## src/verilog/bpPkg.sv

```systemverilog
package bpPkg;

    // Fetch address and fetch ID widths
    localparam int PcW = 30;
    localparam int FetchIdW = 4;

    // Global history length, also the counter index width
    localparam int HistW = 6;

    // Branch target buffer geometry
    localparam int BtbIdxW = 4;
    localparam int BtbTagW = 8;

    // Return stack index width
    localparam int RasDepthW = 3;

    localparam int UpdQueueDepth = 4;

    localparam logic [PcW-1:0] ResetPc = 30'h100;

    typedef enum logic [1:0] {
        BrCond   = 2'd0,
        BrJump   = 2'd1,
        BrCall   = 2'd2,
        BrReturn = 2'd3
    } BrKind;

    // Resolved conditional branch from the back end
    typedef struct packed {
        logic [FetchIdW-1:0] fetchId;
        logic taken;
    } ResolveRec;

    typedef struct packed {
        logic [PcW-1:0] pc;
        logic [PcW-1:0] target;
        BrKind kind;
    } TgtUpdRec;

    // Snapshot taken at every fetch
    typedef struct packed {
        logic [HistW-1:0] hist;
        logic [RasDepthW-1:0] rasIdx;
        logic [PcW-1:0] pc;
        logic isCond;
        logic predTaken;
    } BackupRec;

endpackage
```

## src/verilog/branchPredictor.sv

```systemverilog
`timescale 1ns/1ps

module branchPredictor import bpPkg::*; (
    input  logic clk,
    input  logic rst,
    output logic fetchValid,
    input  logic fetchReady,
    output logic [PcW-1:0] fetchPc,
    output logic [FetchIdW-1:0] fetchId,
    output logic predTaken,
    output BrKind predKind,
    output logic predHit,
    output logic [PcW-1:0] nextPc,
    input  logic tgtValid,
    input  logic [PcW-1:0] tgtPc,
    input  logic [PcW-1:0] tgtTarget,
    input  BrKind tgtKind,
    input  logic resolveValid,
    output logic resolveReady,
    input  logic [FetchIdW-1:0] resolveId,
    input  logic resolveTaken,
    input  logic misprValid,
    input  logic [FetchIdW-1:0] misprId,
    input  logic misprTaken,
    input  logic [PcW-1:0] misprTarget
);

    logic started;
    logic [PcW-1:0] pcReg;
    logic [FetchIdW-1:0] idReg;
    logic [HistW-1:0] history;
    logic [HistW-1:0] recHist;
    logic [HistW-1:0] effHist;
    logic [HistW-1:0] nextHist;
    logic recValid;
    logic recTaken;
    logic trainPending;
    logic trainTakenReg;
    logic misprAct;
    logic accept;
    logic fetchLimit;

    logic btbHit;
    BrKind btbKind;
    logic [PcW-1:0] btbTarget;
    logic dirTaken;
    logic [PcW-1:0] rasTop;
    logic [RasDepthW-1:0] rasIdx;
    logic isCond;

    TgtUpdRec tgtIn;
    TgtUpdRec tgtHead;
    logic tgtHeadValid;
    ResolveRec resIn;
    ResolveRec resHead;
    logic resHeadValid;
    logic resDeq;

    BackupRec bkWData;
    BackupRec bkRData;
    logic bkRe;
    logic [FetchIdW-1:0] bkRAddr;

    assign fetchPc = pcReg;
    assign fetchId = idReg;
    assign misprAct = misprValid && started;

    // A fetch that collides with a mispredict is dropped
    assign accept = fetchValid && fetchReady && !misprAct;

    // Keep fetch off backup entries still waiting for training
    assign fetchLimit = (resHeadValid && resHead.fetchId == idReg)
        || (resolveValid && resolveId == idReg);
    assign fetchValid = started && !fetchLimit;

    // Saved history, plus the resolved outcome of the branch itself
    assign recHist = bkRData.isCond ? {bkRData.hist[HistW-2:0], recTaken} : bkRData.hist;
    assign effHist = recValid ? recHist : history;

    assign isCond = btbHit && btbKind == BrCond;
    assign nextHist = (accept && isCond) ? {effHist[HistW-2:0], predTaken} : effHist;

    // Next PC selection
    always_comb begin
        predHit = btbHit;
        predKind = btbHit ? btbKind : BrCond;
        predTaken = 1'b0;
        nextPc = pcReg + PcW'(1);
        if (btbHit) begin
            case (btbKind)
                BrReturn: begin
                    predTaken = 1'b1;
                    nextPc = rasTop;
                end
                BrJump, BrCall: begin
                    predTaken = 1'b1;
                    nextPc = btbTarget;
                end
                default: begin
                    predTaken = dirTaken;
                    if (dirTaken) begin
                        nextPc = btbTarget;
                    end
                end
            endcase
        end
    end

    // One backup read per cycle, mispredict first
    always_comb begin
        resDeq = 1'b0;
        bkRe = 1'b0;
        bkRAddr = misprId;
        if (misprAct) begin
            bkRe = 1'b1;
        end else if (started && resHeadValid) begin
            resDeq = 1'b1;
            bkRe = 1'b1;
            bkRAddr = resHead.fetchId;
        end
    end

    always_ff @(posedge clk) begin
        if (rst) begin
            started <= 1'b0;
            pcReg <= ResetPc;
            idReg <= '0;
            history <= '0;
            recValid <= 1'b0;
            trainPending <= 1'b0;
        end else begin
            started <= 1'b1;
            recValid <= misprAct;
            trainPending <= resDeq;
            history <= nextHist;
            if (misprAct) begin
                pcReg <= misprTarget;
                idReg <= misprId + 1'b1;
            end else if (accept) begin
                pcReg <= nextPc;
                idReg <= idReg + 1'b1;
            end
        end
    end

    always_ff @(posedge clk) begin
        recTaken <= misprTaken;
        trainTakenReg <= resHead.taken;
    end

    always_comb begin
        bkWData.hist = effHist;
        bkWData.rasIdx = rasIdx;
        bkWData.pc = pcReg;
        bkWData.isCond = isCond;
        bkWData.predTaken = predTaken;
    end

    assign tgtIn = '{pc: tgtPc, target: tgtTarget, kind: tgtKind};
    assign resIn = '{fetchId: resolveId, taken: resolveTaken};

    // Target updates are dropped when this queue is full
    syncFifo #(.T(TgtUpdRec), .Depth(UpdQueueDepth)) i_tgtQueue (
        .clk(clk),
        .rst(rst),
        .inValid(tgtValid && started),
        .inData(tgtIn),
        .inReady(),
        .outValid(tgtHeadValid),
        .outData(tgtHead),
        .outReady(started)
    );

    syncFifo #(.T(ResolveRec), .Depth(UpdQueueDepth)) i_resolveQueue (
        .clk(clk),
        .rst(rst),
        .inValid(resolveValid),
        .inData(resIn),
        .inReady(resolveReady),
        .outValid(resHeadValid),
        .outData(resHead),
        .outReady(resDeq)
    );

    predBackupFile i_backup (
        .clk(clk),
        .we(accept),
        .wAddr(idReg),
        .wData(bkWData),
        .re(bkRe),
        .rAddr(bkRAddr),
        .rData(bkRData)
    );

    branchTargetBuffer i_btb (
        .clk(clk),
        .rst(rst),
        .lookupPc(pcReg),
        .hit(btbHit),
        .hitKind(btbKind),
        .hitTarget(btbTarget),
        .updValid(tgtHeadValid && started),
        .updPc(tgtHead.pc),
        .updTarget(tgtHead.target),
        .updKind(tgtHead.kind)
    );

    // Training uses the PC and history that the original lookup saw
    gshareDirPredictor i_dirPred (
        .clk(clk),
        .rst(rst),
        .predPc(pcReg),
        .predHist(effHist),
        .predTaken(dirTaken),
        .trainValid(trainPending),
        .trainPc(bkRData.pc),
        .trainHist(bkRData.hist),
        .trainTaken(trainTakenReg)
    );

    returnStack i_ras (
        .clk(clk),
        .rst(rst),
        .push(accept && btbHit && btbKind == BrCall),
        .pop(accept && btbHit && btbKind == BrReturn),
        .pushAddr(pcReg + PcW'(1)),
        .top(rasTop),
        .curIdx(rasIdx),
        .restore(recValid),
        .restoreIdx(bkRData.rasIdx)
    );

endmodule

```

## src/verilog/returnStack.sv

```systemverilog
`timescale 1ns/1ps

module returnStack import bpPkg::*; (
    input  logic clk,
    input  logic rst,
    input  logic push,
    input  logic pop,
    input  logic [PcW-1:0] pushAddr,
    output logic [PcW-1:0] top,
    output logic [RasDepthW-1:0] curIdx,
    input  logic restore,
    input  logic [RasDepthW-1:0] restoreIdx
);

    logic [PcW-1:0] stack [1 << RasDepthW];
    logic [RasDepthW-1:0] idx;
    logic [RasDepthW-1:0] effIdx;

    // A restore replaces the index right away, so the same cycle
    // already predicts from the recovered top
    assign effIdx = restore ? restoreIdx : idx;
    assign curIdx = effIdx;
    assign top = stack[effIdx];

    always_ff @(posedge clk) begin
        if (rst) begin
            idx <= '0;
        end else if (push) begin
            idx <= effIdx + 1'b1;
        end else if (pop) begin
            idx <= effIdx - 1'b1;
        end else begin
            idx <= effIdx;
        end
    end

    // Index wraps, so the oldest entries get overwritten
    always_ff @(posedge clk) begin
        if (push) begin
            stack[effIdx + 1'b1] <= pushAddr;
        end
    end

endmodule

```

## src/verilog/gshareDirPredictor.sv

```systemverilog
`timescale 1ns/1ps

module gshareDirPredictor import bpPkg::*; (
    input  logic clk,
    input  logic rst,
    input  logic [PcW-1:0] predPc,
    input  logic [HistW-1:0] predHist,
    output logic predTaken,
    input  logic trainValid,
    input  logic [PcW-1:0] trainPc,
    input  logic [HistW-1:0] trainHist,
    input  logic trainTaken
);

    logic [1:0] ctr [1 << HistW];
    logic [HistW-1:0] predIdx;
    logic [HistW-1:0] trainIdx;
    logic [1:0] trainCur;

    // gshare hash
    assign predIdx = predPc[HistW-1:0] ^ predHist;
    assign trainIdx = trainPc[HistW-1:0] ^ trainHist;

    assign predTaken = ctr[predIdx][1];
    assign trainCur = ctr[trainIdx];

    always_ff @(posedge clk) begin
        if (rst) begin
            // Weakly not-taken
            for (int i = 0; i < (1 << HistW); i++) begin
                ctr[i] <= 2'b01;
            end
        end else if (trainValid) begin
            if (trainTaken && trainCur != 2'b11) begin
                ctr[trainIdx] <= trainCur + 2'b01;
            end else if (!trainTaken && trainCur != 2'b00) begin
                ctr[trainIdx] <= trainCur - 2'b01;
            end
        end
    end

endmodule

```

## src/verilog/branchTargetBuffer.sv

```systemverilog
`timescale 1ns/1ps

module branchTargetBuffer import bpPkg::*; (
    input  logic clk,
    input  logic rst,
    input  logic [PcW-1:0] lookupPc,
    output logic hit,
    output BrKind hitKind,
    output logic [PcW-1:0] hitTarget,
    input  logic updValid,
    input  logic [PcW-1:0] updPc,
    input  logic [PcW-1:0] updTarget,
    input  BrKind updKind
);

    logic validArr [1 << BtbIdxW];
    logic [BtbTagW-1:0] tagArr [1 << BtbIdxW];
    BrKind kindArr [1 << BtbIdxW];
    logic [PcW-1:0] targetArr [1 << BtbIdxW];

    logic [BtbIdxW-1:0] lookupIdx;
    logic [BtbTagW-1:0] lookupTag;
    logic [BtbIdxW-1:0] updIdx;
    logic [BtbTagW-1:0] updTag;

    // Low bits pick the entry, the bits above them form the tag
    assign lookupIdx = lookupPc[BtbIdxW-1:0];
    assign lookupTag = lookupPc[BtbIdxW+BtbTagW-1:BtbIdxW];
    assign updIdx = updPc[BtbIdxW-1:0];
    assign updTag = updPc[BtbIdxW+BtbTagW-1:BtbIdxW];

    assign hit = validArr[lookupIdx] && (tagArr[lookupIdx] == lookupTag);
    assign hitKind = kindArr[lookupIdx];
    assign hitTarget = targetArr[lookupIdx];

    always_ff @(posedge clk) begin
        if (rst) begin
            for (int i = 0; i < (1 << BtbIdxW); i++) begin
                validArr[i] <= 1'b0;
            end
        end else if (updValid) begin
            validArr[updIdx] <= 1'b1;
        end
    end

    // An update simply replaces whatever lived at its index
    always_ff @(posedge clk) begin
        if (updValid) begin
            tagArr[updIdx] <= updTag;
            kindArr[updIdx] <= updKind;
            targetArr[updIdx] <= updTarget;
        end
    end

endmodule

```

## src/verilog/predBackupFile.sv

```systemverilog
`timescale 1ns/1ps

module predBackupFile import bpPkg::*; (
    input  logic clk,
    input  logic we,
    input  logic [FetchIdW-1:0] wAddr,
    input  BackupRec wData,
    input  logic re,
    input  logic [FetchIdW-1:0] rAddr,
    output BackupRec rData
);

    BackupRec mem [1 << FetchIdW];

    always_ff @(posedge clk) begin
        if (we) begin
            mem[wAddr] <= wData;
        end
        // Read data shows up the cycle after re
        if (re) begin
            rData <= mem[rAddr];
        end
    end

endmodule

```

## src/verilog/syncFifo.sv

```systemverilog
`timescale 1ns/1ps

module syncFifo #(
    parameter type T = logic,
    parameter int Depth = 4
) (
    input  logic clk,
    input  logic rst,
    input  logic inValid,
    input  T     inData,
    output logic inReady,
    output logic outValid,
    output T     outData,
    input  logic outReady
);

    localparam int PtrW = (Depth > 1) ? $clog2(Depth) : 1;
    localparam int CntW = $clog2(Depth + 1);

    T mem [Depth];
    logic [PtrW-1:0] rdPtr;
    logic [PtrW-1:0] wrPtr;
    logic [CntW-1:0] count;
    logic doWrite;
    logic doRead;

    assign inReady = (count != CntW'(Depth));
    assign outValid = (count != '0);
    assign outData = mem[rdPtr];

    assign doWrite = inValid && inReady;
    assign doRead = outValid && outReady;

    always_ff @(posedge clk) begin
        if (rst) begin
            rdPtr <= '0;
            wrPtr <= '0;
            count <= '0;
        end else begin
            // Pointers wrap at the last entry
            if (doWrite) begin
                wrPtr <= (wrPtr == PtrW'(Depth - 1)) ? '0 : wrPtr + 1'b1;
            end
            if (doRead) begin
                rdPtr <= (rdPtr == PtrW'(Depth - 1)) ? '0 : rdPtr + 1'b1;
            end
            if (doWrite && !doRead) begin
                count <= count + 1'b1;
            end else if (doRead && !doWrite) begin
                count <= count - 1'b1;
            end
        end
    end

    always_ff @(posedge clk) begin
        if (doWrite) begin
            mem[wrPtr] <= inData;
        end
    end

endmodule

```

## config.mk

```make
export PLATFORM = sky130hd
export DESIGN_NAME = branchPredictor
export DESIGN_NICKNAME = d
export VERILOG_FILES = /design/src/verilog/bpPkg.sv /design/src/verilog/branchPredictor.sv /design/src/verilog/returnStack.sv /design/src/verilog/gshareDirPredictor.sv /design/src/verilog/branchTargetBuffer.sv /design/src/verilog/predBackupFile.sv /design/src/verilog/syncFifo.sv
export SDC_FILE = /design/constraint.sdc
export NUM_CORES = 2
export LEC_CHECK = 0
export ABC_AREA = 1
export BUFFER_PORTS_ARGS = -buffer_cell sky130_fd_sc_hd__buf_4
export CAP_MARGIN = 30
export CORE_MARGIN = 4
export CORE_UTILIZATION = 42
export DETAILED_ROUTE_END_ITERATION = 7
export PLACE_DENSITY = 0.55
export SLEW_MARGIN = 20
export SYNTH_ARGS = -nofsm -noshare
export SYNTH_HDL_FRONTEND = slang
export SYNTH_SLANG_ARGS = --single-unit
```

## constraint.sdc

```tcl
create_clock -name clk -period 6.8 [get_ports clk]
set_input_delay 1.36 -clock clk [delete_from_list [all_inputs] [get_ports clk]]
set_output_delay 1.36 -clock clk [all_outputs]
set_load 0.02 [all_outputs]
```

==> reports/results.txt <==
max cap viols: 0
depth of the worst hold-timing path: 2
first-pass GRT wire length: 277.1 mm
die height: 401.1 microns
WHS Endpoint: i_btb.validArr[13]
Port Buffers: 159
Synth async-reset ratio: 0
Most used DFF post-synth: edfxtp_1
GRT Total Usage: 0.2275
#FFs+latches synth: 1,562
post-CTS sizing: 0
R2R depth: 16
total grt overflow: 0
drt first-iter violations: 4,370
initial antenna violation count: 1
Yosys top cell area share: 0.6831
CTS tree: built
Post-DRT Antenna Nets: 0
Hold Buf Count CTS: 0
H-tree Lvls: 4
final count of hold timing violations: 0
r2r setup slk: 1.91 ns
First-pass DRT Iterations: 6
worst hold margin: 0.4675 ns
CTS sink cnt: 1,562
crit share post-route: 0.9006
Clock Latency Late Sink: 0.79 ns
Root Buffer: clkbuf_16
post-layout min period: 6.124 ns
Worst-Margin Slew: 1.001 ns
WL final: 187.5 mm
die area: 0.1608 sq mm
wire per inst: 24.02 microns
top post-synthesis cells by count: edfxtp_1, nor2_1, o21ai_0
synthesized area: 0.06489 sq mm
post-DR vias/cell: 5.607
pin count of the biggest net entering global routing: 176
clk slew on worst S/H paths: 0.06 ns
Layout Nets: 5,766
highest clock rate: 0.1633 GHz
Final Instance Count excl. Fillers: 7,807
Yosys cell types: 50
post-CTS setup buffer count: 0
top cells by area, synth: edfxtp_1, o21ai_0, nor2_1
register area share after synthesis: 0.7096
final setup vio count: 0
worst flop-to-flop path endpoint: i_ras.stack[6][24]
share of layout cells above drive strength 1: 0.1177
Final Slew Violations: 0
Sequential Area: 0.04606 sq mm
Core Rows: 143
area delta synth->final: 14.29%
Setup crit end kind: output port
GP Congestion: 0.8155
core box area: 0.1528 sq mm
total CTS buffers: 166
end-of-flow core utilization: 0.4853
largest area contributor in the synthesized netlist: edfxtp_1
post-synthesis cell count: 5,519
Post-Synthesis Net Count: 5,649
vias in the first global route: 42,340
Leak: 25.03 nW
drt drc: 0
Worst VDD drop: 0.001098 V
area of the multi-input gates: 0.01668 sq mm
cell count after placement: 7,494
DPL Wire Length: 107.6 mm
Pwr Density: 360.7 mW/mm^2
status: finished, final reports clean
HP Class: flop to flop
Syn Area/Cell: 11.76 sq um
most frequent cell after synthesis: edfxtp_1
Arr. time, crit path: 4.76 ns
Die Wd: 401.1 microns
synth warn: 0
vias after detailed routing: 43,780
RSZ-0062 raised after global routing: false
I/O Pins: 178
Post-synth EDFFs: 1,476
Clock Skews: 0.04841 ns
Starting Density: 0.4247
hold path start: i_btb.validArr[13]
required time worst endpoint: 5.44 ns
Worst setup SP type: flop
Rel. slew slack: 0.3309
Clock Path Buffers: 3
FILL cells: 13,680
Critical Path Fanout Max: 20
Crit Path Class: flop to output port
setup TNS: 0 ns
## per-stage QoR
step / setup slack (ns) / area (sq um) / power [mW]
4_1_cts: 0.4845 / 74070 / 26.91
3_3_place_gp: 1.379 / 68560 / 18.07
5_1_grt: 0.1888 / 74160 / 27.87
3_5_place_dp: 1.368 / 68770 / 18.16
2_1_floorplan: 1.889 / 64890 / 15.62
6_report: 0.6763 / 74160 / 26.75
## metal layers
metal	up-vias	wire (microns)	share of wire	global-route usage
met2	1471	89920	0.48	0.3761
li1	20210	-	-	-
met1	21820	81050	0.43	0.3138
met4	0	5174	0.028	0.06549
met3	277	11370	0.061	0.03402
met5	-	0	0	0
## critical path: stages, from the launching register on
cell and delay (ns):
dfxtp_1 0.75, inv_1 0.26, nor3_2 0.34, nand2_1 0.23, nor3_2 0.34, nand3_1 0.19
nor2_1 0.39, nand2_1 0.17, nor3_1 0.20, xor2_1 0.53, inv_1 0.09, nand2_1 0.11
and2_1 0.20, buf_4 0.17
## worst max-delay path by stage
stage	start	endpoint	slack [ns]	cells past startpoint
after floorplan	flop	nextPc[22]	1.89	20
after global placement	recValid	nextPc[7]	1.38	18
after detailed placement	recValid	nextPc[7]	1.37	18
after CTS	recValid	nextPc[7]	0.48	18
after global routing	fetchPc[2]	nextPc[27]	0.19	13
final	fetchPc[2]	nextPc[27]	0.68	13
## cell type report
type                            instances  area share
Clock inverter                         97     0.01225
Multi-Input combinational cell       3346      0.2249
Inverter                              227     0.01169
Clock buffer                          211     0.05914
Antenna cell                            1  0.00003374
Tap cell                             2030     0.03425
Sequential cell                      1562      0.6211
Timing Repair Buffer                  333     0.03661
## cells by family after synthesis
group	count (synthesis)	share of synthesized area
xor gates and xnor gates	49	0.006961
and+or+nand+nor	2054	0.1316
buffers and inverters	611	0.03930
adders and majority gates	22	0.004474
DFF	1562	0.7096
AOI/OAI and AO/OA	1221	0.1080
## cell usage in the layout, fill, tap and decap left out, types with 29 or more instances in the layout
| master | instances |
|---|---|
| clkbuf_1 | 41 |
| o221ai_1 | 106 |
| xor2_1 | 38 |
| edfxtp_1 | 1476 |
| clkinv_2 | 31 |
| o21ai_0 | 748 |
| clkbuf_16 | 168 |
| nand3_1 | 392 |
| dfxtp_1 | 80 |
| inv_1 | 202 |
| o211ai_1 | 29 |
| nand4_1 | 44 |
| and2_1 | 32 |
| nor2_1 | 945 |
| buf_4 | 315 |
| nand2_1 | 539 |
| clkinv_1 | 44 |
| a21oi_1 | 60 |
| a22oi_1 | 30 |
| nor2_4 | 30 |
| o22ai_1 | 204 |
## where the power goes
part	internal, mW	switching (mW)
Combinational	1.37	4.76
Sequential	11.7	0.195
Clock	4.92	3.85
## registers in the layout (all words and copies together), names as in the netlist, 4 cells and up, named ones only
| signal | flops |
|---|---|
| i_dirPred.ctr | 128 |
| i_resolveQueue.mem | 20 |
| i_btb.kindArr | 32 |
| i_backup.mem | 256 |
| i_btb.tagArr | 128 |
| i_btb.targetArr | 480 |
| i_tgtQueue.mem | 176 |
| fetchPc | 30 |
| history | 6 |
| fetchId | 4 |
| i_btb.validArr | 16 |
| i_ras.stack | 240 |
| i_backup.rData | 16 |
No activity file was read; power rests on OpenSTA's default activity.
